## src/hw/boot_rom_image.svh

```systemverilog
// ------------------------------------------------
// Fixed boot ROM contents, 16 words of 64 bits
// ------------------------------------------------

// Lower half of a code word executes first
localparam logic [63:0] BOOT_ROM_IMAGE [16] = '{
    // csrr a0, mhartid / auipc t0, 0
    64'h0000_0297_f140_2573,
    // addi a1, t0, 32 / ld t0, 24(t0)
    64'h0182_b283_0202_8593,
    // jr t0, upper half unused
    64'h0000_0000_0002_8067,
    // Jump target, start of main memory
    64'h0000_0000_8000_0000,
    // Parking loop for a core that returns
    64'h1050_0073_1050_0073,
    64'hffdf_f06f_1050_0073,
    // Small descriptor blob behind the code
    64'h3800_0000_edfe_0dd0,
    64'h4800_0000_2800_0000,
    64'h1100_0000_1000_0000,
    64'h0000_0000_0000_0000,
    64'h0000_0000_2000_0000,
    64'h0000_0000_0100_0000,
    64'h0200_0000_0000_0000,
    64'h0000_0001_0000_0003,
    64'h5a5a_a5a5_c3c3_3c3c,
    64'hdead_beef_0bad_f00d
};

```

## src/hw/soc_map_pkg.sv

```systemverilog
// ------------------------------------------------
// System memory map, bus widths and the
// response target selector
// ------------------------------------------------

package soc_map_pkg;

    // ------------------------------------------------
    // Bus geometry
    // ------------------------------------------------
    localparam int unsigned AddrWidth = 32;
    localparam int unsigned DataWidth = 64;
    localparam int unsigned StrbWidth = DataWidth / 8;

    // ------------------------------------------------
    // Address map
    // ------------------------------------------------
    // Boot ROM, length counted in 64-bit words
    localparam logic [AddrWidth-1:0] RomBase   = 32'h0001_0000;
    localparam int unsigned          RomLength = 16;

    // Core-local interruptor, window length lives with its registers
    localparam logic [AddrWidth-1:0] ClintBase = 32'h0200_0000;

    // Main memory, size set by the SRAM depth
    localparam logic [AddrWidth-1:0] DramBase  = 32'h8000_0000;

    // ------------------------------------------------
    // Target selected by the decoder
    // ------------------------------------------------
    // TGT_NONE marks an error response
    typedef enum logic [1:0] {
        TGT_ROM   = 2'd0,
        TGT_CLINT = 2'd1,
        TGT_DRAM  = 2'd2,
        TGT_NONE  = 2'd3
    } target_e;

endpackage

```

## src/hw/clint_pkg.sv

```systemverilog
// ------------------------------------------------
// CLINT register offsets and window length
// ------------------------------------------------

package clint_pkg;

    // Size of the CLINT address window in bytes
    localparam logic [31:0] ClintLength = 32'h000C_0000;

    // Register offsets within the window, low 16 address bits
    typedef enum logic [15:0] {
        // Software interrupt pending, bit 0 only
        REG_MSIP     = 16'h0000,
        // Timer compare value
        REG_MTIMECMP = 16'h4000,
        // Real-time counter
        REG_MTIME    = 16'hBFF8
    } clint_reg_e;

endpackage

```

## src/hw/addr_decoder.sv

```systemverilog
// ------------------------------------------------
// Address decoder with registered target select
// and response merge
// ------------------------------------------------

`timescale 1ns/1ps

module addr_decoder
    import soc_map_pkg::*;
    import clint_pkg::*;
#(
    parameter int unsigned NUM_WORDS = 1024
) (
    input  logic                 clk_i,
    input  logic                 rst_i,
    input  logic                 req_i,
    input  logic                 we_i,
    input  logic [AddrWidth-1:0] addr_i,
    input  logic [DataWidth-1:0] rom_rdata_i,
    input  logic [DataWidth-1:0] clint_rdata_i,
    input  logic [DataWidth-1:0] dram_rdata_i,
    output logic                 rom_req_o,
    output logic                 clint_req_o,
    output logic                 dram_req_o,
    output logic                 rvalid_o,
    output logic [DataWidth-1:0] rdata_o,
    output logic                 err_o
);

    // Exclusive window ends
    localparam logic [AddrWidth-1:0] RomEnd   = RomBase + RomLength * 8;
    localparam logic [AddrWidth-1:0] ClintEnd = ClintBase + ClintLength;
    localparam logic [AddrWidth-1:0] DramEnd  = DramBase + NUM_WORDS * 8;

    logic    in_rom;
    logic    in_clint;
    logic    in_dram;
    target_e sel;
    logic    rsp_valid_q;
    logic    rsp_we_q;
    target_e rsp_tgt_q;

    // ------------------------------------------------
    // Request stage
    // ------------------------------------------------
    assign in_rom   = (addr_i >= RomBase) && (addr_i < RomEnd);
    assign in_clint = (addr_i >= ClintBase) && (addr_i < ClintEnd);
    assign in_dram  = (addr_i >= DramBase) && (addr_i < DramEnd);

    // ROM is read-only, a write there is an error
    always_comb begin
        sel = TGT_NONE;
        if (in_rom && !we_i) begin
            sel = TGT_ROM;
        end else if (in_clint) begin
            sel = TGT_CLINT;
        end else if (in_dram) begin
            sel = TGT_DRAM;
        end
    end

    assign rom_req_o   = req_i && (sel == TGT_ROM);
    assign clint_req_o = req_i && (sel == TGT_CLINT);
    assign dram_req_o  = req_i && (sel == TGT_DRAM);

    always_ff @(posedge clk_i) begin
        if (rst_i) begin
            rsp_valid_q <= 1'b0;
            rsp_we_q    <= 1'b0;
            rsp_tgt_q   <= TGT_NONE;
        end else begin
            rsp_valid_q <= req_i;
            if (req_i) begin
                rsp_we_q  <= we_i;
                rsp_tgt_q <= sel;
            end
        end
    end

    // ------------------------------------------------
    // Response stage
    // ------------------------------------------------
    assign rvalid_o = rsp_valid_q;
    assign err_o    = rsp_valid_q && (rsp_tgt_q == TGT_NONE);

    // Writes and errors carry no data
    always_comb begin
        rdata_o = '0;
        if (rsp_valid_q && !rsp_we_q) begin
            case (rsp_tgt_q)
                TGT_ROM:   rdata_o = rom_rdata_i;
                TGT_CLINT: rdata_o = clint_rdata_i;
                TGT_DRAM:  rdata_o = dram_rdata_i;
                default:   rdata_o = '0;
            endcase
        end
    end

endmodule

```

## config.mk

```make
export PLATFORM = sky130hd
export DESIGN_NAME = addr_decoder
export DESIGN_NICKNAME = d
export VERILOG_FILES = /design/src/hw/boot_rom_image.svh /design/src/hw/soc_map_pkg.sv /design/src/hw/clint_pkg.sv /design/src/hw/addr_decoder.sv
export SDC_FILE = /design/constraint.sdc
export NUM_CORES = 1
export LEC_CHECK = 0
export ABC_AREA = 0
export BUFFER_PORTS_ARGS = -buffer_cell sky130_fd_sc_hd__buf_2
export CELL_PAD_IN_SITES_DETAIL_PLACEMENT = 2
export CELL_PAD_IN_SITES_GLOBAL_PLACEMENT = 2
export CORE_AREA = 2 2 133 135
export CTS_CLUSTER_SIZE = 40
export DETAILED_ROUTE_END_ITERATION = 8
export DIE_AREA = 0 0 135 137
export GPL_TIMING_DRIVEN = 0
export PLACE_DENSITY_LB_ADDON = 0.1
export SLEW_MARGIN = 20
export SYNTH_ARGS = -nofsm -noshare
export SYNTH_HDL_FRONTEND = slang
export SYNTH_SLANG_ARGS = --single-unit
```

## constraint.sdc

```tcl
create_clock -name clk_i -period 3.91 [get_ports clk_i]
set_input_delay 0.1955 -clock clk_i [delete_from_list [all_inputs] [get_ports clk_i]]
set_output_delay 0.1955 -clock clk_i [all_outputs]
set_load 0.02 [all_outputs]
```

==> results.sh <==
export IMPL_outcome="finished, final reports clean"
export IMPL_startpoint_type="flop"
export IMPL_p_int_uw=282
export IMPL_grt_max_degree=11
export IMPL_max_slew_worst_pin_slew_ns=0.608
export IMPL_clock_latency_ns=0.22
export IMPL_switchingPower_uw=110
export IMPL_period_needed_ns=2.31
export IMPL_fill_cells=2162
export IMPL_min_delay_start="rst_i"
export IMPL_dr_pass1_iters=4
export IMPL_hold_class="in -> reg"
export IMPL_synth_common_cells="nor2_1, mux2i_1, a21oi_1"
export IMPL_ys_seq_area_frac=0.0433
export IMPL_io_buffers=289
export IMPL_fin_skew_ns=0
export IMPL_final_hold_violation_count=0
export IMPL_setup_viol=0
export IMPL_critPathKind="reg -> out"
export IMPL_pwr_density_cell_nw_per_um2=107
export IMPL_row_count=48
export IMPL_reg2reg_to="rsp_tgt_q[0]"
export IMPL_synth_top_area_frac=0.352
export IMPL_crit_path_cell_trace="clkbuf_1, nand2_1, nand3b_1, clkbuf_1, clkbuf_1, nor2_1, buf_2"
export IMPL_reg2reg_depth=5
export IMPL_via_per_inst=4.02
export IMPL_root_buffer="clkbuf_16"
export IMPL_hold_path_end="rsp_we_q"
export IMPL_overflow=0
export IMPL_worstReg2RegStart="rsp_tgt_q[0]"
export IMPL_critPathRequiredTime_ns=3.71
export IMPL_cp_end_kind="output port"
export IMPL_crit_top_cell="clkbuf_1"
export IMPL_track_usage=0.128
export IMPL_synth_nets=549
export IMPL_layout_nets=843
export IMPL_crit_fanout=10
export IMPL_pre_cts_ws_ns=1.71
export IMPL_synth_top_area_cell="mux2i_1"
export IMPL_die_width_um=135
export IMPL_hpwl_um=11200
export IMPL_seq_power_share=0.113
export IMPL_synth_seq_cells=4
export IMPL_drc=0
export IMPL_cts_tree="done"
export IMPL_fin_ws_ns=1.60
export IMPL_grt_pass1_vias=3672
export IMPL_clock_path_buffers=2
export IMPL_cts_resized=0
export IMPL_p_sw_frac=0.281
export IMPL_ios=297
export IMPL_hold_ws_ns=0.186
export IMPL_crit_buf_inv=4
export IMPL_synthTopCellsByArea="mux2i_1, nor2_1, a21oi_1, dfxtp_1, clkbuf_1"
export IMPL_cts_sinks=4
export IMPL_total_power_uw=392
export IMPL_synthFlopType="dfxtp_1"
export IMPL_syn_to_final_growth_pct=97.6
export IMPL_yosysMostFrequentCell="nor2_1"
export IMPL_antenna_cells=0
export IMPL_drt_iter0_drc=49
export IMPL_initial_core_util=0.108
export IMPL_cts_setup_buffers=0
export IMPL_coreArea_um2=17100
export IMPL_drv_slew=0
export IMPL_setup_tns_final_ns=0
export IMPL_rsz0062_at_grt="false"
export IMPL_clockPowerShare=0.407
export IMPL_r2r_setup_slack_ns=2.58
export IMPL_synth_cell_type_count=26
export IMPL_worstPathArrival_ns=2.11
export IMPL_path_delay_family="buffers and inverters"
export IMPL_place_gp_congestion=0.708
export IMPL_p_leak_nw=2.28
export IMPL_syn_area_um2=1850
export IMPL_wl_per_cell_um=15.4
export IMPL_max_cap_viol_count=0
export IMPL_multi_input_area_um2=1630
export IMPL_antenna_found_initial=0
export IMPL_timing_fmax_mhz=433
export IMPL_synth_edff_count=0
export IMPL_numCtsBuffers=3
export IMPL_syn_avg_cell_area_um2=5.76
export IMPL_die_area_um2=18500
export IMPL_ctsHoldBuffers=0
export IMPL_drt_wl_total_um=12900
export IMPL_p_comb_frac=0.480
export IMPL_synth_warnings=0
export IMPL_drtAntennaViolNets=0
export IMPL_final_layout_size_suffix_gt1_frac=0.493
export IMPL_ys_async_sr_fraction=0
export IMPL_regArea_um2=80.1
export IMPL_dieHeight_um=137
export IMPL_ctsHtreeMaxLevel=1
export IMPL_synthCells=321
export IMPL_crit_slowest_cell="clkbuf_1"
export IMPL_path_clk_slew_ns=0.03
export IMPL_cpPeakStageDelay_ns=0.45
export IMPL_slew_headroom=0.595
export IMPL_hold_depth=2
export IMPL_post_route_period_util=0.590
export IMPL_grt_pass1_wl_um=19000
export IMPL_vdd_ir_drop_max_mv=0.134
export IMPL_via_count=3368
[power groups by stage]
stage	Clock, mW	Sequential [mW]	Combinational [mW]
6_report	0.160	0.0442	0.188
2_1_floorplan	0	0.0449	0.0598
3_3_place_gp	0	0.0448	0.186
4_1_cts	0.162	0.0443	0.194
5_1_grt	0.166	0.0446	0.211
3_5_place_dp	0	0.0448	0.192
[sequential cells by signal (all words and copies together), names as in the netlist]
register	cells
rvalid_o	1
rsp_we_q	1
rsp_tgt_q	2
[cell type report]
class / instances / share of cell area
clock buffers: 3 / 0.0206
plain buffers: 29 / 0.0360
inverters: 1 / 0.00103
repair buffers: 289 / 0.396
flip-flops and latches: 4 / 0.0219
well taps: 225 / 0.0771
multi-input cells: 287 / 0.447
[per-layer routing]
| metal | vias to the layer above | part of all wire | GRT usage |
|---|---|---|---|
| li1 | 1677 | - | - |
| met1 | 1523 | 0.38 | 0.135 |
| met2 | 161 | 0.53 | 0.258 |
| met3 | 7 | 0.082 | 0.0300 |
| met4 | 0 | 0.0079 | 0.0214 |
| met5 | - | 0 | 0 |
[kinds of logic after synthesis]
group,Yosys count,synth area share
and+or+nand+nor,155,0.346
AOI/OAI and AO/OA,67,0.186
muxes,65,0.352
buffers and inverters,30,0.0731
DFF,4,0.0433
[worst max path at each step]
stage,endpoint,depth (start not counted),startpoint,slack (ns)
2_1_floorplan,dram_req_o,4,addr_i[20],2.35
3_3_place_gp,rdata_o[21],7,rsp_tgt_q[0],1.77
3_5_place_dp,rdata_o[36],7,rsp_tgt_q[0],1.71
4_1_cts,rdata_o[12],7,rsp_tgt_q[0],1.46
5_1_grt,rdata_o[36],7,rsp_tgt_q[0],1.30
6_report,rdata_o[12],7,rsp_tgt_q[0],1.60
[cell usage in the layout, fill, tap and decap left out, drive strengths merged, types with 3 or more instances in the layout]
cell type,Yosys,final
clkbuf,17,20
nor2,133,133
mux2i,65,65
nor4,4,4
a21oi,64,64
buf,12,301
dfxtp,4,4
nor3,3,3
nand2,5,5
[stage by stage]
stage	util	std cells	cell area [um^2]
after floorplan	-	321	1850
after global placement	0.210	835	3580
after detailed placement	0.210	835	3580
after CTS	0.214	838	3650
after global routing	0.214	838	3650
final	0.214	838	3650
No activity file was read; power rests on OpenSTA's default activity.
