===== src/hw/boot_rom_image.svh =====
// ------------------------------------------------
// Fixed boot ROM contents, 16 words of 64 bits
// ------------------------------------------------

// Lower half of a code word executes first
localparam logic [63:0] BOOT_ROM_IMAGE [16] = '{
    // csrr a0, mhartid / auipc t0, 0
    64'h0000_0297_f140_2573,
    // addi a1, t0, 32 / ld t0, 24(t0)
    64'h0182_b283_0202_8593,
    // jr t0, upper half unused
    64'h0000_0000_0002_8067,
    // Jump target, start of main memory
    64'h0000_0000_8000_0000,
    // Parking loop for a core that returns
    64'h1050_0073_1050_0073,
    64'hffdf_f06f_1050_0073,
    // Small descriptor blob behind the code
    64'h3800_0000_edfe_0dd0,
    64'h4800_0000_2800_0000,
    64'h1100_0000_1000_0000,
    64'h0000_0000_0000_0000,
    64'h0000_0000_2000_0000,
    64'h0000_0000_0100_0000,
    64'h0200_0000_0000_0000,
    64'h0000_0001_0000_0003,
    64'h5a5a_a5a5_c3c3_3c3c,
    64'hdead_beef_0bad_f00d
};


===== src/hw/soc_map_pkg.sv =====
// ------------------------------------------------
// System memory map, bus widths and the
// response target selector
// ------------------------------------------------

package soc_map_pkg;

    // ------------------------------------------------
    // Bus geometry
    // ------------------------------------------------
    localparam int unsigned AddrWidth = 32;
    localparam int unsigned DataWidth = 64;
    localparam int unsigned StrbWidth = DataWidth / 8;

    // ------------------------------------------------
    // Address map
    // ------------------------------------------------
    // Boot ROM, length counted in 64-bit words
    localparam logic [AddrWidth-1:0] RomBase   = 32'h0001_0000;
    localparam int unsigned          RomLength = 16;

    // Core-local interruptor, window length lives with its registers
    localparam logic [AddrWidth-1:0] ClintBase = 32'h0200_0000;

    // Main memory, size set by the SRAM depth
    localparam logic [AddrWidth-1:0] DramBase  = 32'h8000_0000;

    // ------------------------------------------------
    // Target selected by the decoder
    // ------------------------------------------------
    // TGT_NONE marks an error response
    typedef enum logic [1:0] {
        TGT_ROM   = 2'd0,
        TGT_CLINT = 2'd1,
        TGT_DRAM  = 2'd2,
        TGT_NONE  = 2'd3
    } target_e;

endpackage


===== src/hw/clint_pkg.sv =====
// ------------------------------------------------
// CLINT register offsets and window length
// ------------------------------------------------

package clint_pkg;

    // Size of the CLINT address window in bytes
    localparam logic [31:0] ClintLength = 32'h000C_0000;

    // Register offsets within the window, low 16 address bits
    typedef enum logic [15:0] {
        // Software interrupt pending, bit 0 only
        REG_MSIP     = 16'h0000,
        // Timer compare value
        REG_MTIMECMP = 16'h4000,
        // Real-time counter
        REG_MTIME    = 16'hBFF8
    } clint_reg_e;

endpackage


===== src/hw/clint.sv =====
// ------------------------------------------------
// CLINT with real-time counter, timer compare
// and software interrupt registers
// ------------------------------------------------

`timescale 1ns/1ps

module clint
    import soc_map_pkg::*;
    import clint_pkg::*;
(
    input  logic                 clk_i,
    input  logic                 rst_i,
    input  logic                 rtc_i,
    input  logic                 req_i,
    input  logic                 we_i,
    input  logic [AddrWidth-1:0] addr_i,
    input  logic [StrbWidth-1:0] be_i,
    input  logic [DataWidth-1:0] wdata_i,
    output logic [DataWidth-1:0] rdata_o,
    output logic                 timer_irq_o,
    output logic                 ipi_o
);

    logic                 rtc_sync1_q;
    logic                 rtc_sync2_q;
    logic                 rtc_prev_q;
    logic                 rtc_rise;
    logic [DataWidth-1:0] mtime_q;
    logic [DataWidth-1:0] mtime_inc;
    logic [DataWidth-1:0] mtime_d;
    logic [DataWidth-1:0] mtimecmp_q;
    logic [DataWidth-1:0] mtimecmp_d;
    logic                 msip_q;
    logic                 msip_d;
    logic                 timer_irq_q;
    logic [DataWidth-1:0] rdata_d;
    logic                 wr_en;
    clint_reg_e           reg_sel;

    // Overlay the enabled bytes of a write onto a register value
    function automatic logic [DataWidth-1:0] merge_bytes(
        input logic [DataWidth-1:0] old_val,
        input logic [DataWidth-1:0] new_val,
        input logic [StrbWidth-1:0] be
    );
        logic [DataWidth-1:0] res;
        res = old_val;
        for (int i = 0; i < StrbWidth; i++) begin
            if (be[i]) begin
                res[8*i +: 8] = new_val[8*i +: 8];
            end
        end
        return res;
    endfunction

    // ------------------------------------------------
    // RTC synchronizer and edge detect
    // ------------------------------------------------
    always_ff @(posedge clk_i) begin
        if (rst_i) begin
            rtc_sync1_q <= 1'b0;
            rtc_sync2_q <= 1'b0;
            rtc_prev_q  <= 1'b0;
        end else begin
            rtc_sync1_q <= rtc_i;
            rtc_sync2_q <= rtc_sync1_q;
            rtc_prev_q  <= rtc_sync2_q;
        end
    end

    // mtime steps on the third clock after the rtc edge
    assign rtc_rise  = rtc_sync2_q && !rtc_prev_q;
    assign mtime_inc = mtime_q + DataWidth'(rtc_rise);

    // ------------------------------------------------
    // Register writes
    // ------------------------------------------------
    assign reg_sel = clint_reg_e'(addr_i[15:0]);
    assign wr_en   = req_i && we_i;

    // A bus write to mtime overrides the tick for the enabled bytes
    always_comb begin
        mtime_d    = mtime_inc;
        mtimecmp_d = mtimecmp_q;
        msip_d     = msip_q;
        if (wr_en) begin
            case (reg_sel)
                REG_MSIP: begin
                    if (be_i[0]) begin
                        msip_d = wdata_i[0];
                    end
                end
                REG_MTIMECMP: mtimecmp_d = merge_bytes(mtimecmp_q, wdata_i, be_i);
                REG_MTIME:    mtime_d    = merge_bytes(mtime_inc, wdata_i, be_i);
                default: ;
            endcase
        end
    end

    always_ff @(posedge clk_i) begin
        if (rst_i) begin
            mtime_q     <= '0;
            mtimecmp_q  <= '1;
            msip_q      <= 1'b0;
            timer_irq_q <= 1'b0;
        end else begin
            mtime_q     <= mtime_d;
            mtimecmp_q  <= mtimecmp_d;
            msip_q      <= msip_d;
            timer_irq_q <= (mtime_q >= mtimecmp_q);
        end
    end

    // ------------------------------------------------
    // Read data and interrupts
    // ------------------------------------------------
    always_comb begin
        case (reg_sel)
            REG_MSIP:     rdata_d = DataWidth'(msip_q);
            REG_MTIMECMP: rdata_d = mtimecmp_q;
            REG_MTIME:    rdata_d = mtime_q;
            default:      rdata_d = '0;
        endcase
    end

    always_ff @(posedge clk_i) begin
        if (req_i) begin
            rdata_o <= rdata_d;
        end
    end

    assign timer_irq_o = timer_irq_q;
    assign ipi_o       = msip_q;

endmodule


===== config.mk =====
export PLATFORM = sky130hd
export DESIGN_NAME = clint
export DESIGN_NICKNAME = d
export VERILOG_FILES = /design/src/hw/boot_rom_image.svh /design/src/hw/soc_map_pkg.sv /design/src/hw/clint_pkg.sv /design/src/hw/clint.sv
export SDC_FILE = /design/constraint.sdc
export NUM_CORES = 1
export LEC_CHECK = 0
export BUFFER_PORTS_ARGS = -buffer_cell sky130_fd_sc_hd__buf_2
export CORE_AREA = 2 2 149 151
export DETAILED_ROUTE_END_ITERATION = 12
export DIE_AREA = 0 0 151 153
export PLACE_DENSITY = 0.79
export SYNTH_ARGS = -nofsm -noshare
export SYNTH_HDL_FRONTEND = slang
export SYNTH_SLANG_ARGS = --single-unit

===== constraint.sdc =====
create_clock -name clk_i -period 2.3 [get_ports clk_i]
set_clock_uncertainty 0.05 [all_clocks]
set_input_delay 0.46 -clock clk_i [delete_from_list [all_inputs] [get_ports clk_i]]
set_output_delay 0.46 -clock clk_i [all_outputs]
set_load 0.03 [all_outputs]

==> out/metrics.cfg <==
[pwr]
p_per_area_mw_per_mm2=548
pwr-share-seq=0.517
vdd_drop_max_mv=0.438
p_leak_nw=6.12
combPwrFrac=0.051
clkPwrFrac=0.432
power.total_mw=7.02
power.internal_mw=5.41
p_sw_mw=1.61
p_sw_frac=0.229

[placement]
gp_congestion=0.870
port_buffers=158
dp_hpwl_um=20300

[floorplanning]
die_x_um=151
num_rows=54
core_sq_mm=0.0215
floorplan.initialDensity=0.473
dieHeight_um=153
dieArea_sq_mm=0.0231
io_pins=175

[worst_setup_path]
worstPathArrival_ps=2550
r2r_start=rtc_sync2_q
crit_path_max_incr_delay_ps=330
critPathRequiredTime_ps=2630
crit_chain=nor2b_4 > ha_4 > buf_6 > nand4_1 > nor3_2 > buf_4 > nand3_4 > nor3_2 > xor2_1 > a22o_1
start_kind=flop
cp-end-kind=flop
rr_endpoint=mtime_q[61]
rr_worst_depth=10
cpMaxStageDelayCell=dfxtp_2
critPathBufInv=2
path_class=flop to flop
crit_path_frequent_cell=nor3_2
path_max_fanout=7
path_delay_family=simple AND/OR/NAND/NOR gates
r2r_setup_slack_ps=80

[drt]
ant_nets=0
drt_iter0_markers=742
first_pass_iters=5
routed_wl_um=28100
drc=0
avgRoutedWirePerCell_um=17.7
viasPerCell=5.67
vias=9005

[logic_synthesis]
ys_top_cells_by_area=dfxtp_1 26%, edfxtp_1 19%, ha_1 8.1%
synth_edf_count=64
synth_cell_types=49
syn_area_sq_mm=0.0102
synthArstFlopShare=0
seq_area_frac_synth=0.451
synth-seq-cells=197
synth_top_area_frac=0.262
synthesis.nets=1233
yosys.area.top_type=dfxtp_1
synth_most_common_cell=dfxtp_1
postSynthAreaPerCell_sq_um=9.60
synth_ff_type=dfxtp_1
syn_inst=1058
yosys_warnings=0
yosys-top-cells-count=133 x dfxtp_1, 110 x nor2_1, 92 x nand2_1

[worst_hold_path]
hold_class=input pin to flop
min_to=rtc_sync1_q
hold_depth=2
min_from=rtc_i

[cts]
cts-buffers-inserted=17
clkSinkCount=197
cts.clk_slew.worst_paths_ps=70
cts_tree=done
h-tree-depth=4
clkLatencyLatePin_ps=450
cts.path.max_buffers=2
hold_buffers=0
cts_root_buffer=clkbuf_16

[finish]
layout-drive-gt1-share=0.263
final_nets=1468
area_growth_syn_to_layout_pct=26.1
fill_cells=1829
multi_input_area_sq_mm=0.00525
regArea_sq_mm=0.00459

[timing]
tns_ps=0
finalMaxSlewViolations=0
min_period_ps=2220
relSlewSlack=0.550
hold_ws_ps=166
rsz0062_at_grt=yes
timing.fmax_mhz=450
period_share=0.966
setup_viol=0
final_hold_viol_count=0
worstMarginPinSlew_ps=672

[run]
cap_violations=0

[outcome]
status=finished clean

[global_route]
grt_pass1_wl_um=44300
grtUsageTotal=0.245
grt_max_degree=65
grt_overflow=0
antenna_found_initial=2
first_global_vias=8949

flip-flops by register name (all words and copies together), names as in the netlist:
register,flops
rtc_sync2_q,1
rdata_o,64
ipi_o,1
mtime_q,64
rtc_prev_q,1
rtc_sync1_q,1
timer_irq_o,1
mtimecmp_q,64
metrics by stage:
stage,setup slack (ps),instance area (sq um),instances,utilization
2_1_floorplan,70.2,10200,1058,-
3_3_place_gp,-151,12000,1550,0.559
3_5_place_dp,-223,12000,1550,0.559
4_1_cts,1.55,12700,1582,0.590
5_1_grt,-20.3,12800,1588,0.596
6_report,77.1,12800,1588,0.596
logic make-up after synthesis:
logic type / share of synthesized area
and+or+nand+nor: 0.196
AOI/OAI and AO/OA: 0.164
DFF: 0.451
buffers and inverters: 0.0494
adders and majority gates: 0.0813
xor gates and xnor gates: 0.0535
muxes: 0.00394
repair_timing:
action | in CTS | in global routing
gates resized for setup | 20 | 21
endpoints found under the setup margin | 26 | 24
buffers inserted | 0 | 4
hold endpoints to repair | 0 | 0
pin swaps | 6 | 12
cell type report:
cell class / count / share of cell area
multi-input combinational: 734 / 0.410
clock inverter: 10 / 0.00957
clock buffer: 22 / 0.0362
antenna: 2 / 0.000391
inverter: 74 / 0.0217
timing repair buffer: 269 / 0.137
tap: 280 / 0.0274
sequential: 197 / 0.358
how the worst max path moves through the flow:
stage	startpoint	to	slack (ps)	cells past startpoint
after floorplan	addr_i[7]	mtimecmp_q[13]	70	9
after global placement	addr_i[1]	mtime_q[56]	-150	7
after detailed placement	rtc_sync2_q	mtime_q[54]	-220	10
after CTS	rtc_sync2_q	mtime_q[61]	2	10
after global routing	rtc_sync2_q	mtime_q[24]	-20	11
final	rtc_sync2_q	mtime_q[61]	80	10
layer usage:
metal / global-route usage / routed length [um]
met5: 0 / 0
met2: 0.395 / 13300
met3: 0.0430 / 1660
met4: 0.122 / 1100
met1: 0.316 / 12100
layout by cell type, fill, tap and decap left out, drive strengths merged, types with 3 or more instances in the layout:
cell type | Yosys | layout
xnor2 | 40 | 40
ha | 66 | 66
a22o | 78 | 78
a211o | 40 | 40
nand3b | 25 | 25
inv | 74 | 77
xor2 | 22 | 22
nor2 | 110 | 110
clkbuf | 34 | 22
nor4 | 13 | 13
and3 | 29 | 29
a221oi | 3 | 3
o21ai | 13 | 13
a211oi | 37 | 37
clkinv | 0 | 3
edfxtp | 64 | 64
a21o | 8 | 8
mux2i | 4 | 4
nor3 | 23 | 23
nand4 | 30 | 30
nand3 | 45 | 45
nand2 | 93 | 93
buf | 19 | 269
a21oi | 25 | 25
dfxtp | 133 | 133
and4 | 6 | 6
and2 | 5 | 5
nor2b | 6 | 6
power by group through the flow:
| stage | sequential (mW) | clock (mW) | combinational, mW |
|---|---|---|---|
| CTS | 3.63 | 3.07 | 0.355 |
| detailed placement | 3.71 | 0 | 0.353 |
| finish | 3.63 | 3.03 | 0.357 |
| global placement | 3.71 | 0 | 0.349 |
| floorplan | 3.80 | 0 | 0.0553 |
| global route | 3.64 | 3.21 | 0.380 |
No activity file was read; power rests on OpenSTA's default activity.
