[config.mk]
export PLATFORM = sky130hd
export DESIGN_NAME = boot_rom
export DESIGN_NICKNAME = d
export VERILOG_FILES = /design/src/hw/soc_map_pkg.sv /design/src/hw/boot_rom.sv
export VERILOG_INCLUDE_DIRS = /design/src /design/src/hw
export SDC_FILE = /design/constraint.sdc
export NUM_CORES = 1
export LEC_CHECK = 0
export BUFFER_PORTS_ARGS = -buffer_cell sky130_fd_sc_hd__buf_2
export CAP_MARGIN = 10
export CORE_MARGIN = 4
export CORE_UTILIZATION = 35
export DETAILED_ROUTE_END_ITERATION = 7
export GPL_TIMING_DRIVEN = 0
export PLACE_DENSITY_LB_ADDON = 0.25
export REMOVE_ABC_BUFFERS = 1
export SYNTH_ARGS = -nofsm -noshare
export SYNTH_HDL_FRONTEND = slang
export SYNTH_SLANG_ARGS = --single-unit
[constraint.sdc]
create_clock -name clk_i -period 1.73 [get_ports clk_i]
set_input_delay 0.2595 -clock clk_i [delete_from_list [all_inputs] [get_ports clk_i]]
set_output_delay 0.2595 -clock clk_i [all_outputs]
set_load 0.01 [all_outputs]
[src/hw/boot_rom_image.svh]
// ------------------------------------------------
// Fixed boot ROM contents, 16 words of 64 bits
// ------------------------------------------------

// Lower half of a code word executes first
localparam logic [63:0] BOOT_ROM_IMAGE [16] = '{
    // csrr a0, mhartid / auipc t0, 0
    64'h0000_0297_f140_2573,
    // addi a1, t0, 32 / ld t0, 24(t0)
    64'h0182_b283_0202_8593,
    // jr t0, upper half unused
    64'h0000_0000_0002_8067,
    // Jump target, start of main memory
    64'h0000_0000_8000_0000,
    // Parking loop for a core that returns
    64'h1050_0073_1050_0073,
    64'hffdf_f06f_1050_0073,
    // Small descriptor blob behind the code
    64'h3800_0000_edfe_0dd0,
    64'h4800_0000_2800_0000,
    64'h1100_0000_1000_0000,
    64'h0000_0000_0000_0000,
    64'h0000_0000_2000_0000,
    64'h0000_0000_0100_0000,
    64'h0200_0000_0000_0000,
    64'h0000_0001_0000_0003,
    64'h5a5a_a5a5_c3c3_3c3c,
    64'hdead_beef_0bad_f00d
};

[src/hw/soc_map_pkg.sv]
// ------------------------------------------------
// System memory map, bus widths and the
// response target selector
// ------------------------------------------------

package soc_map_pkg;

    // ------------------------------------------------
    // Bus geometry
    // ------------------------------------------------
    localparam int unsigned AddrWidth = 32;
    localparam int unsigned DataWidth = 64;
    localparam int unsigned StrbWidth = DataWidth / 8;

    // ------------------------------------------------
    // Address map
    // ------------------------------------------------
    // Boot ROM, length counted in 64-bit words
    localparam logic [AddrWidth-1:0] RomBase   = 32'h0001_0000;
    localparam int unsigned          RomLength = 16;

    // Core-local interruptor, window length lives with its registers
    localparam logic [AddrWidth-1:0] ClintBase = 32'h0200_0000;

    // Main memory, size set by the SRAM depth
    localparam logic [AddrWidth-1:0] DramBase  = 32'h8000_0000;

    // ------------------------------------------------
    // Target selected by the decoder
    // ------------------------------------------------
    // TGT_NONE marks an error response
    typedef enum logic [1:0] {
        TGT_ROM   = 2'd0,
        TGT_CLINT = 2'd1,
        TGT_DRAM  = 2'd2,
        TGT_NONE  = 2'd3
    } target_e;

endpackage

[src/hw/boot_rom.sv]
// ------------------------------------------------
// Boot ROM with registered read
// ------------------------------------------------

`timescale 1ns/1ps

module boot_rom
    import soc_map_pkg::*;
(
    input  logic                 clk_i,
    input  logic                 req_i,
    input  logic [AddrWidth-1:0] addr_i,
    output logic [DataWidth-1:0] rdata_o
);

    `include "boot_rom_image.svh"

    // Word select within the 16-word image
    logic [3:0] word_idx;

    assign word_idx = addr_i[6:3];

    // Output holds the last word read between strobes
    always_ff @(posedge clk_i) begin
        if (req_i) begin
            rdata_o <= BOOT_ROM_IMAGE[word_idx];
        end
    end

endmodule

==> results of run 1 <==
[power by group]
part           total [mW]  switching (mW)  internal, mW  leakage, nW
Sequential           1.45          0.0283          1.42        0.471
Combinational       0.329           0.210         0.119        0.572
Clock               0.630           0.357         0.273       0.0430
[per-layer routing]
layer,vias up,track usage [%]
met1,622,14.0
met5,-,0
met2,53,18.6
li1,655,-
met3,3,2.98
met4,0,4.32
[synthesized netlist by cell type]
cell and count:
sky130_fd_sc_hd__nor2_1 4, sky130_fd_sc_hd__nand2_2 2, sky130_fd_sc_hd__a211oi_1 2, sky130_fd_sc_hd__a21oi_1 16, sky130_fd_sc_hd__o211a_1 1, sky130_fd_sc_hd__ha_1 5, sky130_fd_sc_hd__buf_4 17, sky130_fd_sc_hd__nor2b_1 1
sky130_fd_sc_hd__inv_2 1, sky130_fd_sc_hd__o21a_1 1, sky130_fd_sc_hd__conb_1 1, sky130_fd_sc_hd__o21ai_0 7, sky130_fd_sc_hd__nand3_1 2, sky130_fd_sc_hd__o31ai_1 1, sky130_fd_sc_hd__nand2b_1 3, sky130_fd_sc_hd__mux2_2 1
sky130_fd_sc_hd__nand2_1 25, sky130_fd_sc_hd__nor3_1 2, sky130_fd_sc_hd__inv_1 6, sky130_fd_sc_hd__edfxtp_1 49, sky130_fd_sc_hd__a31oi_1 1, sky130_fd_sc_hd__buf_2 2, sky130_fd_sc_hd__clkbuf_1 1, sky130_fd_sc_hd__and3_1 3
sky130_fd_sc_hd__o31ai_2 1, sky130_fd_sc_hd__a21oi_2 1, sky130_fd_sc_hd__buf_6 1, sky130_fd_sc_hd__a21o_1 1, sky130_fd_sc_hd__and2_1 1
[worst max-delay path by stage]
stage,startpoint,to,slack (ns),cells after the start
2_1_floorplan,addr_i[3],rdata_o[5],0.46,5
3_3_place_gp,addr_i[4],rdata_o[34],0.06,6
3_5_place_dp,addr_i[4],rdata_o[34],0.05,6
4_1_cts,addr_i[4],rdata_o[34],0.36,6
5_1_grt,addr_i[4],rdata_o[34],0.21,6
6_report,addr_i[4],rdata_o[34],0.36,6
[layout make-up]
cell class                 count  area, sq um  area share [%]
tap                           75         93.8            3.80
timing repair buffer          68          340            13.8
sequential                    49         1470            59.5
multi-input combinational     82          459            18.6
clock buffer                   5         68.8            2.78
clock inverter                 3         12.5           0.506
inverter                       7         26.3            1.06
[logic make-up after synthesis]
family | after synthesis | share of synthesized area [%]
flip-flops | 49 | 69.8
AND/OR/NAND/NOR | 43 | 9.08
AO/OA/AOI/OAI | 32 | 9.02
buffers and inverters | 28 | 8.48
adder cells (fa/ha/maj) | 5 | 2.97
multiplexers | 1 | 0.534
other | 1 | 0.178
[tightest hold or removal path: stages]
cell and delay [ns]:
sky130_fd_sc_hd__buf_2 0.14, sky130_fd_sc_hd__nand2_1 0.07, sky130_fd_sc_hd__a21oi_1 0.07
==> results.txt, run 1 <==
final RePlAce weighted congestion: 0.734
pwr dens: 973 nW/um^2
worst-margin pin slew: 1.04 ns
met3 wire len: 272 microns
synthesis-to-finish area growth: 17.2%
antenna violations before repair: 0
worst min-delay path class: in2reg
worst setup path class: in2reg
post-CTS setup buffer count: 0
number of nets in the final layout: 252
port buffer count: 68
largest registers: rdata_o (49)
most flop-heavy register: rdata_o
count of nets left with antenna violations after detail routing: 0
outcome: completed
number of buffers and inverters on the critical path: 2
fin worst setup slack: 0.360 ns
antenna diode count: 0
Hold-fix buffers, CTS: 0
final core utilization: 42.0%
placed standard-cell area: 2390 sq um
remaining global-route overflow: 0
total number of H-tree levels: 2
count of max-cap constraint violations: 0
most common cell after layout, fill and taps aside: sky130_fd_sc_hd__buf_2
Root Buffer Master: sky130_fd_sc_hd__clkbuf_8
largest net degree at the start of global routing: 50
crit path cell chain: buf_2 -> inv_1 -> ha_1 -> nor2b_1 -> nand2_1 -> nand2b_1
Synth Instances: 159
register bit total from synthesis: 49
largest cells by area after synthesis: sky130_fd_sc_hd__edfxtp_1 (70%), sky130_fd_sc_hd__buf_4 (6.0%), sky130_fd_sc_hd__nand2_1 (4.4%)
post-cts resize count: 0
number of global-route vias before repair: 1,244
Top-Level Pins: 98
placed cell count: 281
Worst EP required: 1.89 ns
Place WS: 0.0505 ns
area share of the largest cell type after synthesis: 69.8%
ratio of routed vias to standard cells: 4.61
largest delay contributor family on the critical path: simple AND/OR/NAND/NOR gates
top layer reached by signal wires: met4
maximum operating frequency: 0.730 GHz
Min-Delay Endpoint: rdata_o[62]
startpoint of the most critical hold path: addr_i[3]
violation count after the first detailed-route iteration: 94
iteration count of the initial detailed-routing pass: 4
number of flip-flops under the largest register name: 49
setup repair after global routing missed its margin: no
first-pass GRT wire length: 6.36 mm
Yosys warning total: 0
maximum resistive drop on vdd: 0.361 mV
DRC violation count after routing: 0
number of standard cells in the layout, taps in and fillers out: 289
total setup violations reported at the end of the flow: 0
Inserted Clock Buffers: 5
final worst-path cycle share: 79.2%
share of post-route cells with drive strength above 1: 37.4%
distinct cell type count after synthesis: 29
Critical Path Source Type: input pin
clk slew on worst S/H paths: 0.09 ns
Final Slew Violations: 0
height of the die: 85.6 microns
DR WL met2: 1.95 mm
mean post-synth cell area: 13.3 sq um
power after layout: 2.41 mW
highest cell delay on the worst timing path: 0.36 ns
commonest cells after routing, fill and taps aside: sky130_fd_sc_hd__buf_2 (68), sky130_fd_sc_hd__edfxtp_1 (49), sky130_fd_sc_hd__nand2_1 (25)
Mapped Area: 2110 sq um
buffer levels on the longest clock path: 2
count of standard-cell rows: 28
clock tree from TritonCTS: yes
Fin Setup TNS: 0 ns
final routed wirelength across all metal layers: 4.05 mm
Vias: 1,333
total die area: 7330 sq um
post-layout instance area: 2470 sq um
Num Clock Sinks: 49
post-route minimum period: 1.37 ns
static leakage: 1.09 nW
top cell type by total area after synthesis: sky130_fd_sc_hd__edfxtp_1
Die W: 85.6 microns
post-DR wirelength/cell: 14.0 microns
depth of the worst hold-timing path: 3
Final Hold Viols: 0
core area: 5890 sq um
Post-Route M1 WL: 1.80 mm
GR Util All Layers: 11.2%
cell type of the slowest stage on the worst timing path: sky130_fd_sc_hd__nor2b_1
Post-DP HPWL: 2.76 mm
Arr. time, crit path: 1.53 ns
effective utilization at floorplan: 35.8%
Critical Path End Type: register
CP max FO: 9
sequential fraction of the synthesis area: 69.8%
total of fill cells in the finished design: 575
Post-Route Hold Slack: 0.412 ns
Max-slew headroom: 30.4%
Power figures use the tool's default switching activity.
==> run 2: changes to the inputs <==
Clock period 1.73 ns to 1.3 ns, I/O delays scaled along.
==> run 2 against run 1 <==
Sequential cell count did not move. Cell area rose by 0.51%. First-iteration DRC count rose by 4.3%. Sequential power rose by 33%. Total power rose by 33%. Via count fell by 0.45%. Largest power group unchanged.
==> results.txt, run 2 (synthesis results as in run 1) <==
Critical Path End Type: register
start point of the critical path: addr_i[3]
count of standard-cell rows: 28 (unchanged)
height of the die: 85.6 microns (unchanged)
final worst-path cycle share: 92.7%
Post-Route Hold Slack: 0.350 ns (-0.0622 ns)
power after layout: 3.20 mW (+33%)
number of global-route vias before repair: 1,247 (+0.24%)
Inserted Clock Buffers: 5 (unchanged)
DR WL met2: 1.93 mm (-0.87%)
placed cell count: 281 (unchanged)
cell type of the slowest stage on the worst timing path: sky130_fd_sc_hd__ha_1
number of flip-flops under the largest register name: 49 (unchanged)
violation count after the first detailed-route iteration: 98 (+4.3%)
Fin Setup TNS: 0 ns (unchanged)
worst min-delay path class: in2reg
number of nets in the final layout: 252 (unchanged)
number of standard cells in the layout, taps in and fillers out: 289 (unchanged)
worst setup path class: in2reg
depth of the worst hold-timing path: 3 (unchanged)
total die area: 7330 sq um (unchanged)
Num Clock Sinks: 49 (unchanged)
count of max-cap constraint violations: 0 (unchanged)
static leakage: 1.09 nW (+0.14%)
final core utilization: 42.2% (+0.21 points)
post-layout instance area: 2480 sq um (+0.51%)
number of buffers and inverters on the critical path: 2 (unchanged)
maximum operating frequency: 0.830 GHz
most flop-heavy register: rdata_o
DRC violation count after routing: 0 (unchanged)
Min-Delay Endpoint: rdata_o[62]
post-CTS setup buffer count: 0 (unchanged)
met3 wire len: 290 microns (+6.6%)
Place WS: -0.315 ns (-0.365 ns)
Root Buffer Master: sky130_fd_sc_hd__clkbuf_8
Die W: 85.6 microns (unchanged)
maximum resistive drop on vdd: 0.479 mV (+33%)
core area: 5890 sq um (unchanged)
largest registers: rdata_o (49)
fin worst setup slack: 0.0949 ns (-0.266 ns)
post-DR wirelength/cell: 14.1 microns (+0.32%)
Arr. time, crit path: 1.27 ns (-0.26 ns)
buffer levels on the longest clock path: 2 (unchanged)
Max-slew headroom: 29.5% (-0.87 points)
largest delay contributor family on the critical path: compound AO/OA/AOI/OAI gates
setup repair after global routing missed its margin: no
total setup violations reported at the end of the flow: 0 (unchanged)
port buffer count: 68 (unchanged)
worst-margin pin slew: 1.06 ns (+0.0130 ns)
remaining global-route overflow: 0 (unchanged)
placed standard-cell area: 2390 sq um (unchanged)
Sequential cell area: 1470 sq um (unchanged)
most common cell after layout, fill and taps aside: sky130_fd_sc_hd__buf_2
GR Util All Layers: 11.2% (unchanged)
total number of H-tree levels: 2 (unchanged)
crit path cell chain: buf_2 -> inv_1 -> ha_1 -> and2_1 -> o21a_1 -> a21o_1
post-route minimum period: 1.21 ns
Post-Route M1 WL: 1.81 mm (+0.56%)
clk slew on worst S/H paths: 0.09 ns (about the same)
Worst EP required: 1.37 ns (-0.52 ns)
largest net degree at the start of global routing: 50 (unchanged)
Final Slew Violations: 0 (unchanged)
commonest cells after routing, fill and taps aside: sky130_fd_sc_hd__buf_2 (68), sky130_fd_sc_hd__edfxtp_1 (49), sky130_fd_sc_hd__nand2_1 (25)
antenna diode count: 0 (unchanged)
outcome: completed
ratio of routed vias to standard cells: 4.59 (-0.45%)
Final Hold Viols: 0 (unchanged)
total of fill cells in the finished design: 576 (+0.17%)
effective utilization at floorplan: 35.8% (unchanged)
iteration count of the initial detailed-routing pass: 4 (unchanged)
Vias: 1,327 (-0.45%)
final RePlAce weighted congestion: 0.734 (unchanged)
combined area of the multi-input logic cells: 472 sq um (+2.7%)
count of nets left with antenna violations after detail routing: 0 (unchanged)
clock tree from TritonCTS: yes
antenna violations before repair: 0 (unchanged)
synthesis-to-finish area growth: 17.8%
top layer reached by signal wires: met4
pwr dens: 1290 nW/um^2 (+32%)
Top-Level Pins: 98 (unchanged)
Critical Path Source Type: input pin
CP max FO: 6 (-3)
startpoint of the most critical hold path: addr_i[3]
share of post-route cells with drive strength above 1: 38.8% (+1.4 points)
Post-DP HPWL: 2.76 mm (unchanged)
highest cell delay on the worst timing path: 0.26 ns (-0.10 ns)
final routed wirelength across all metal layers: 4.06 mm (+0.32%)
first-pass GRT wire length: 6.35 mm (-0.20%)
[run 2: area by class of cell]
cell class / instances / share of cell area (%)
flip-flops and latches: 49 / 59.2
inverters: 7 / 1.06
repair buffers: 68 / 13.7
clock inverters: 3 / 0.504
multi-input cells: 82 / 19.0
well taps: 75 / 3.78
clock buffers: 5 / 2.77
[run 2: worst max path at each step]
stage / endpoint / slack [ns] / cells after the start
after CTS: rdata_o[24] / 0.03 / 6
after global placement: rdata_o[34] / -0.31 / 6
after detailed placement: rdata_o[34] / -0.31 / 6
after global routing: rdata_o[4] / 0.006 / 6
after floorplan: rdata_o[5] / 0.09 / 5
final: rdata_o[5] / 0.09 / 6
[run 2: timing repair]
item | CTS | global route
resized for setup | 1 | 4
hold buffers | 0 | 0
setup endpoints to repair | 1 | 6
[run 2: layer usage]
layer	global-route usage, %	vias to the layer above
li1	-	654
met1	13.9	613
met2	18.7	55
met3	2.98	5
met4	4.32	0
met5	0	-
[run 2: power breakdown]
part | leakage [nW] | switching [mW] | internal [mW]
registers | 0.471 | 0.0371 | 1.89
clock network | 0.0430 | 0.472 | 0.363
logic | 0.573 | 0.282 | 0.162
total | 1.09 | 0.791 | 2.41
==> run 3: changes to the inputs <==
Settings changed: CELL_PAD_IN_SITES_DETAIL_PLACEMENT set to 0, CELL_PAD_IN_SITES_GLOBAL_PLACEMENT set to 1, CTS_BUF_LIST set to sky130_fd_sc_hd__clkbuf_16.
Clock period 1.3 ns to 1.5 ns, I/O delays scaled along.
==> run 3 against run 2 <==
Clock power grew 45%. Cell area is 2.8% higher. Non-clock buffer count unchanged. Hold slack better by 0.052 ns. Largest power group unchanged.
==> results.txt, run 3 (synthesis results as in run 1) <==
Inserted Clock Buffers: 5 (unchanged)
outcome: completed
DRC violation count after routing: 0 (unchanged)
synthesis-to-finish area growth: 21.1%
count of max-cap constraint violations: 0 (unchanged)
Final Slew Violations: 0 (unchanged)
antenna violations before repair: 0 (unchanged)
commonest cells after routing, fill and taps aside: sky130_fd_sc_hd__buf_2 (68), sky130_fd_sc_hd__edfxtp_1 (49), sky130_fd_sc_hd__nand2_1 (25)
Min-Delay Endpoint: rdata_o[62]
static leakage: 1.12 nW (+3.3%)
final RePlAce weighted congestion: 0.755 (+2.8%)
Post-DP HPWL: 2.81 mm (+1.6%)
total die area: 7330 sq um (unchanged)
Fin Setup TNS: 0 ns (unchanged)
worst setup path class: in2reg
Die W: 85.6 microns (unchanged)
post-layout instance area: 2550 sq um (+2.8%)
maximum resistive drop on vdd: 0.631 mV (+32%)
crit path cell chain: buf_2 -> inv_1 -> ha_1 -> nor2b_2 -> a211oi_1 -> a31oi_1
cell type of the slowest stage on the worst timing path: sky130_fd_sc_hd__ha_1
clk slew on worst S/H paths: 0.06 ns (-0.03 ns)
startpoint of the most critical hold path: addr_i[3]
Max-slew headroom: 31.1% (+1.5 points)
Post-Route Hold Slack: 0.402 ns (+0.0522 ns)
Arr. time, crit path: 1.35 ns (+0.08 ns)
worst min-delay path class: in2reg
number of flip-flops under the largest register name: 49 (unchanged)
maximum operating frequency: 0.746 GHz
power after layout: 3.27 mW (+2.0%)
count of nets left with antenna violations after detail routing: 0 (unchanged)
Critical Path End Type: register
iteration count of the initial detailed-routing pass: 5 (+1)
depth of the worst hold-timing path: 3 (unchanged)
total number of H-tree levels: 2 (unchanged)
buffer levels on the longest clock path: 2 (unchanged)
post-route minimum period: 1.34 ns
post-cts resize count: 0 (-1)
remaining global-route overflow: 0 (unchanged)
Root Buffer Master: sky130_fd_sc_hd__clkbuf_16
most common cell after layout, fill and taps aside: sky130_fd_sc_hd__buf_2
Hold-fix buffers, CTS: 0 (unchanged)
height of the die: 85.6 microns (unchanged)
placed standard-cell area: 2390 sq um (unchanged)
most flop-heavy register: rdata_o
largest registers: rdata_o (49)
count of standard-cell rows: 28 (unchanged)
Num Clock Sinks: 49 (unchanged)
post-DR wirelength/cell: 14.3 microns (+1.9%)
violation count after the first detailed-route iteration: 50 (-49%)
worst-margin pin slew: 1.03 ns (-0.0230 ns)
total setup violations reported at the end of the flow: 0 (unchanged)
number of global-route vias before repair: 1,284 (+3.0%)
antenna diode count: 0 (unchanged)
core area: 5890 sq um (unchanged)
Critical Path Source Type: input pin
CP max FO: 9 (+3)
post-CTS setup buffer count: 0 (unchanged)
pwr dens: 1280 nW/um^2 (-0.79%)
Vias: 1,302 (-1.9%)
port buffer count: 68 (unchanged)
Top-Level Pins: 98 (unchanged)
final core utilization: 43.4% (+1.2 points)
effective utilization at floorplan: 35.8% (unchanged)
Final Hold Viols: 0 (unchanged)
GR Util All Layers: 11.8% (+0.61 points)
largest net degree at the start of global routing: 50 (unchanged)
highest cell delay on the worst timing path: 0.27 ns (about the same)
final routed wirelength across all metal layers: 4.12 mm (+1.5%)
setup repair after global routing missed its margin: no
total of fill cells in the finished design: 558 (-3.1%)
first-pass GRT wire length: 6.56 mm (+3.4%)
share of post-route cells with drive strength above 1: 38.5% (-0.29 points)
number of nets in the final layout: 252 (unchanged)
final worst-path cycle share: 89.3%
ratio of routed vias to standard cells: 4.52 (-1.5%)
clock tree from TritonCTS: yes
Worst EP required: 1.51 ns (+0.14 ns)
==> run 3: per-stage QoR <==
stage / std cells / setup slack (ns)
finish: 288 / 0.160
floorplan: 138 / 0.260
detailed placement: 281 / -0.190
global placement: 281 / -0.160
CTS: 288 / 0.109
global route: 288 / 0.0425
==> run 3: cell type report <==
class / count / area, sq um / share of cell area, %
clock buffer: 5 / 125 / 4.90
inverter: 7 / 26.3 / 1.03
tap: 75 / 93.8 / 3.67
multi-input combinational: 82 / 462 / 18.1
sequential: 49 / 1470 / 57.6
timing repair buffer: 68 / 340 / 13.3
clock inverter: 2 / 35.0 / 1.37
==> run 3: metal layers <==
layer	global-route usage [%]	routed length, microns	part of all wire [%]
met5	0	0	0
met4	4.75	8	0.19
met3	3.27	260	6.3
met2	18.3	1930	47
met1	15.7	1930	47
==> run 3: how the worst max path moves through the flow <==
stage / from / to / slack [ns] / depth (start not counted)
floorplan: addr_i[3] / rdata_o[5] / 0.26 / 5
global placement: addr_i[4] / rdata_o[34] / -0.16 / 6
detailed placement: addr_i[4] / rdata_o[34] / -0.19 / 6
CTS: addr_i[4] / rdata_o[34] / 0.11 / 6
global route: addr_i[4] / rdata_o[24] / 0.04 / 6
finish: addr_i[4] / rdata_o[24] / 0.16 / 6
==> run 3: worst max-delay path, delay by kind of cell <==
kind / cells / cell delay (ns)
and+or+nand+nor: 1 / 0.21
AOI/OAI and AO/OA: 2 / 0.31
buffers and inverters: 2 / 0.33
adders and majority gates: 1 / 0.27
==> run 3: report_power, final <==
group	switching, mW	internal (mW)	total [mW]	leakage, nW
logic	0.243	0.138	0.381	0.572
clock network	0.442	0.773	1.21	0.0797
registers	0.0320	1.64	1.67	0.471
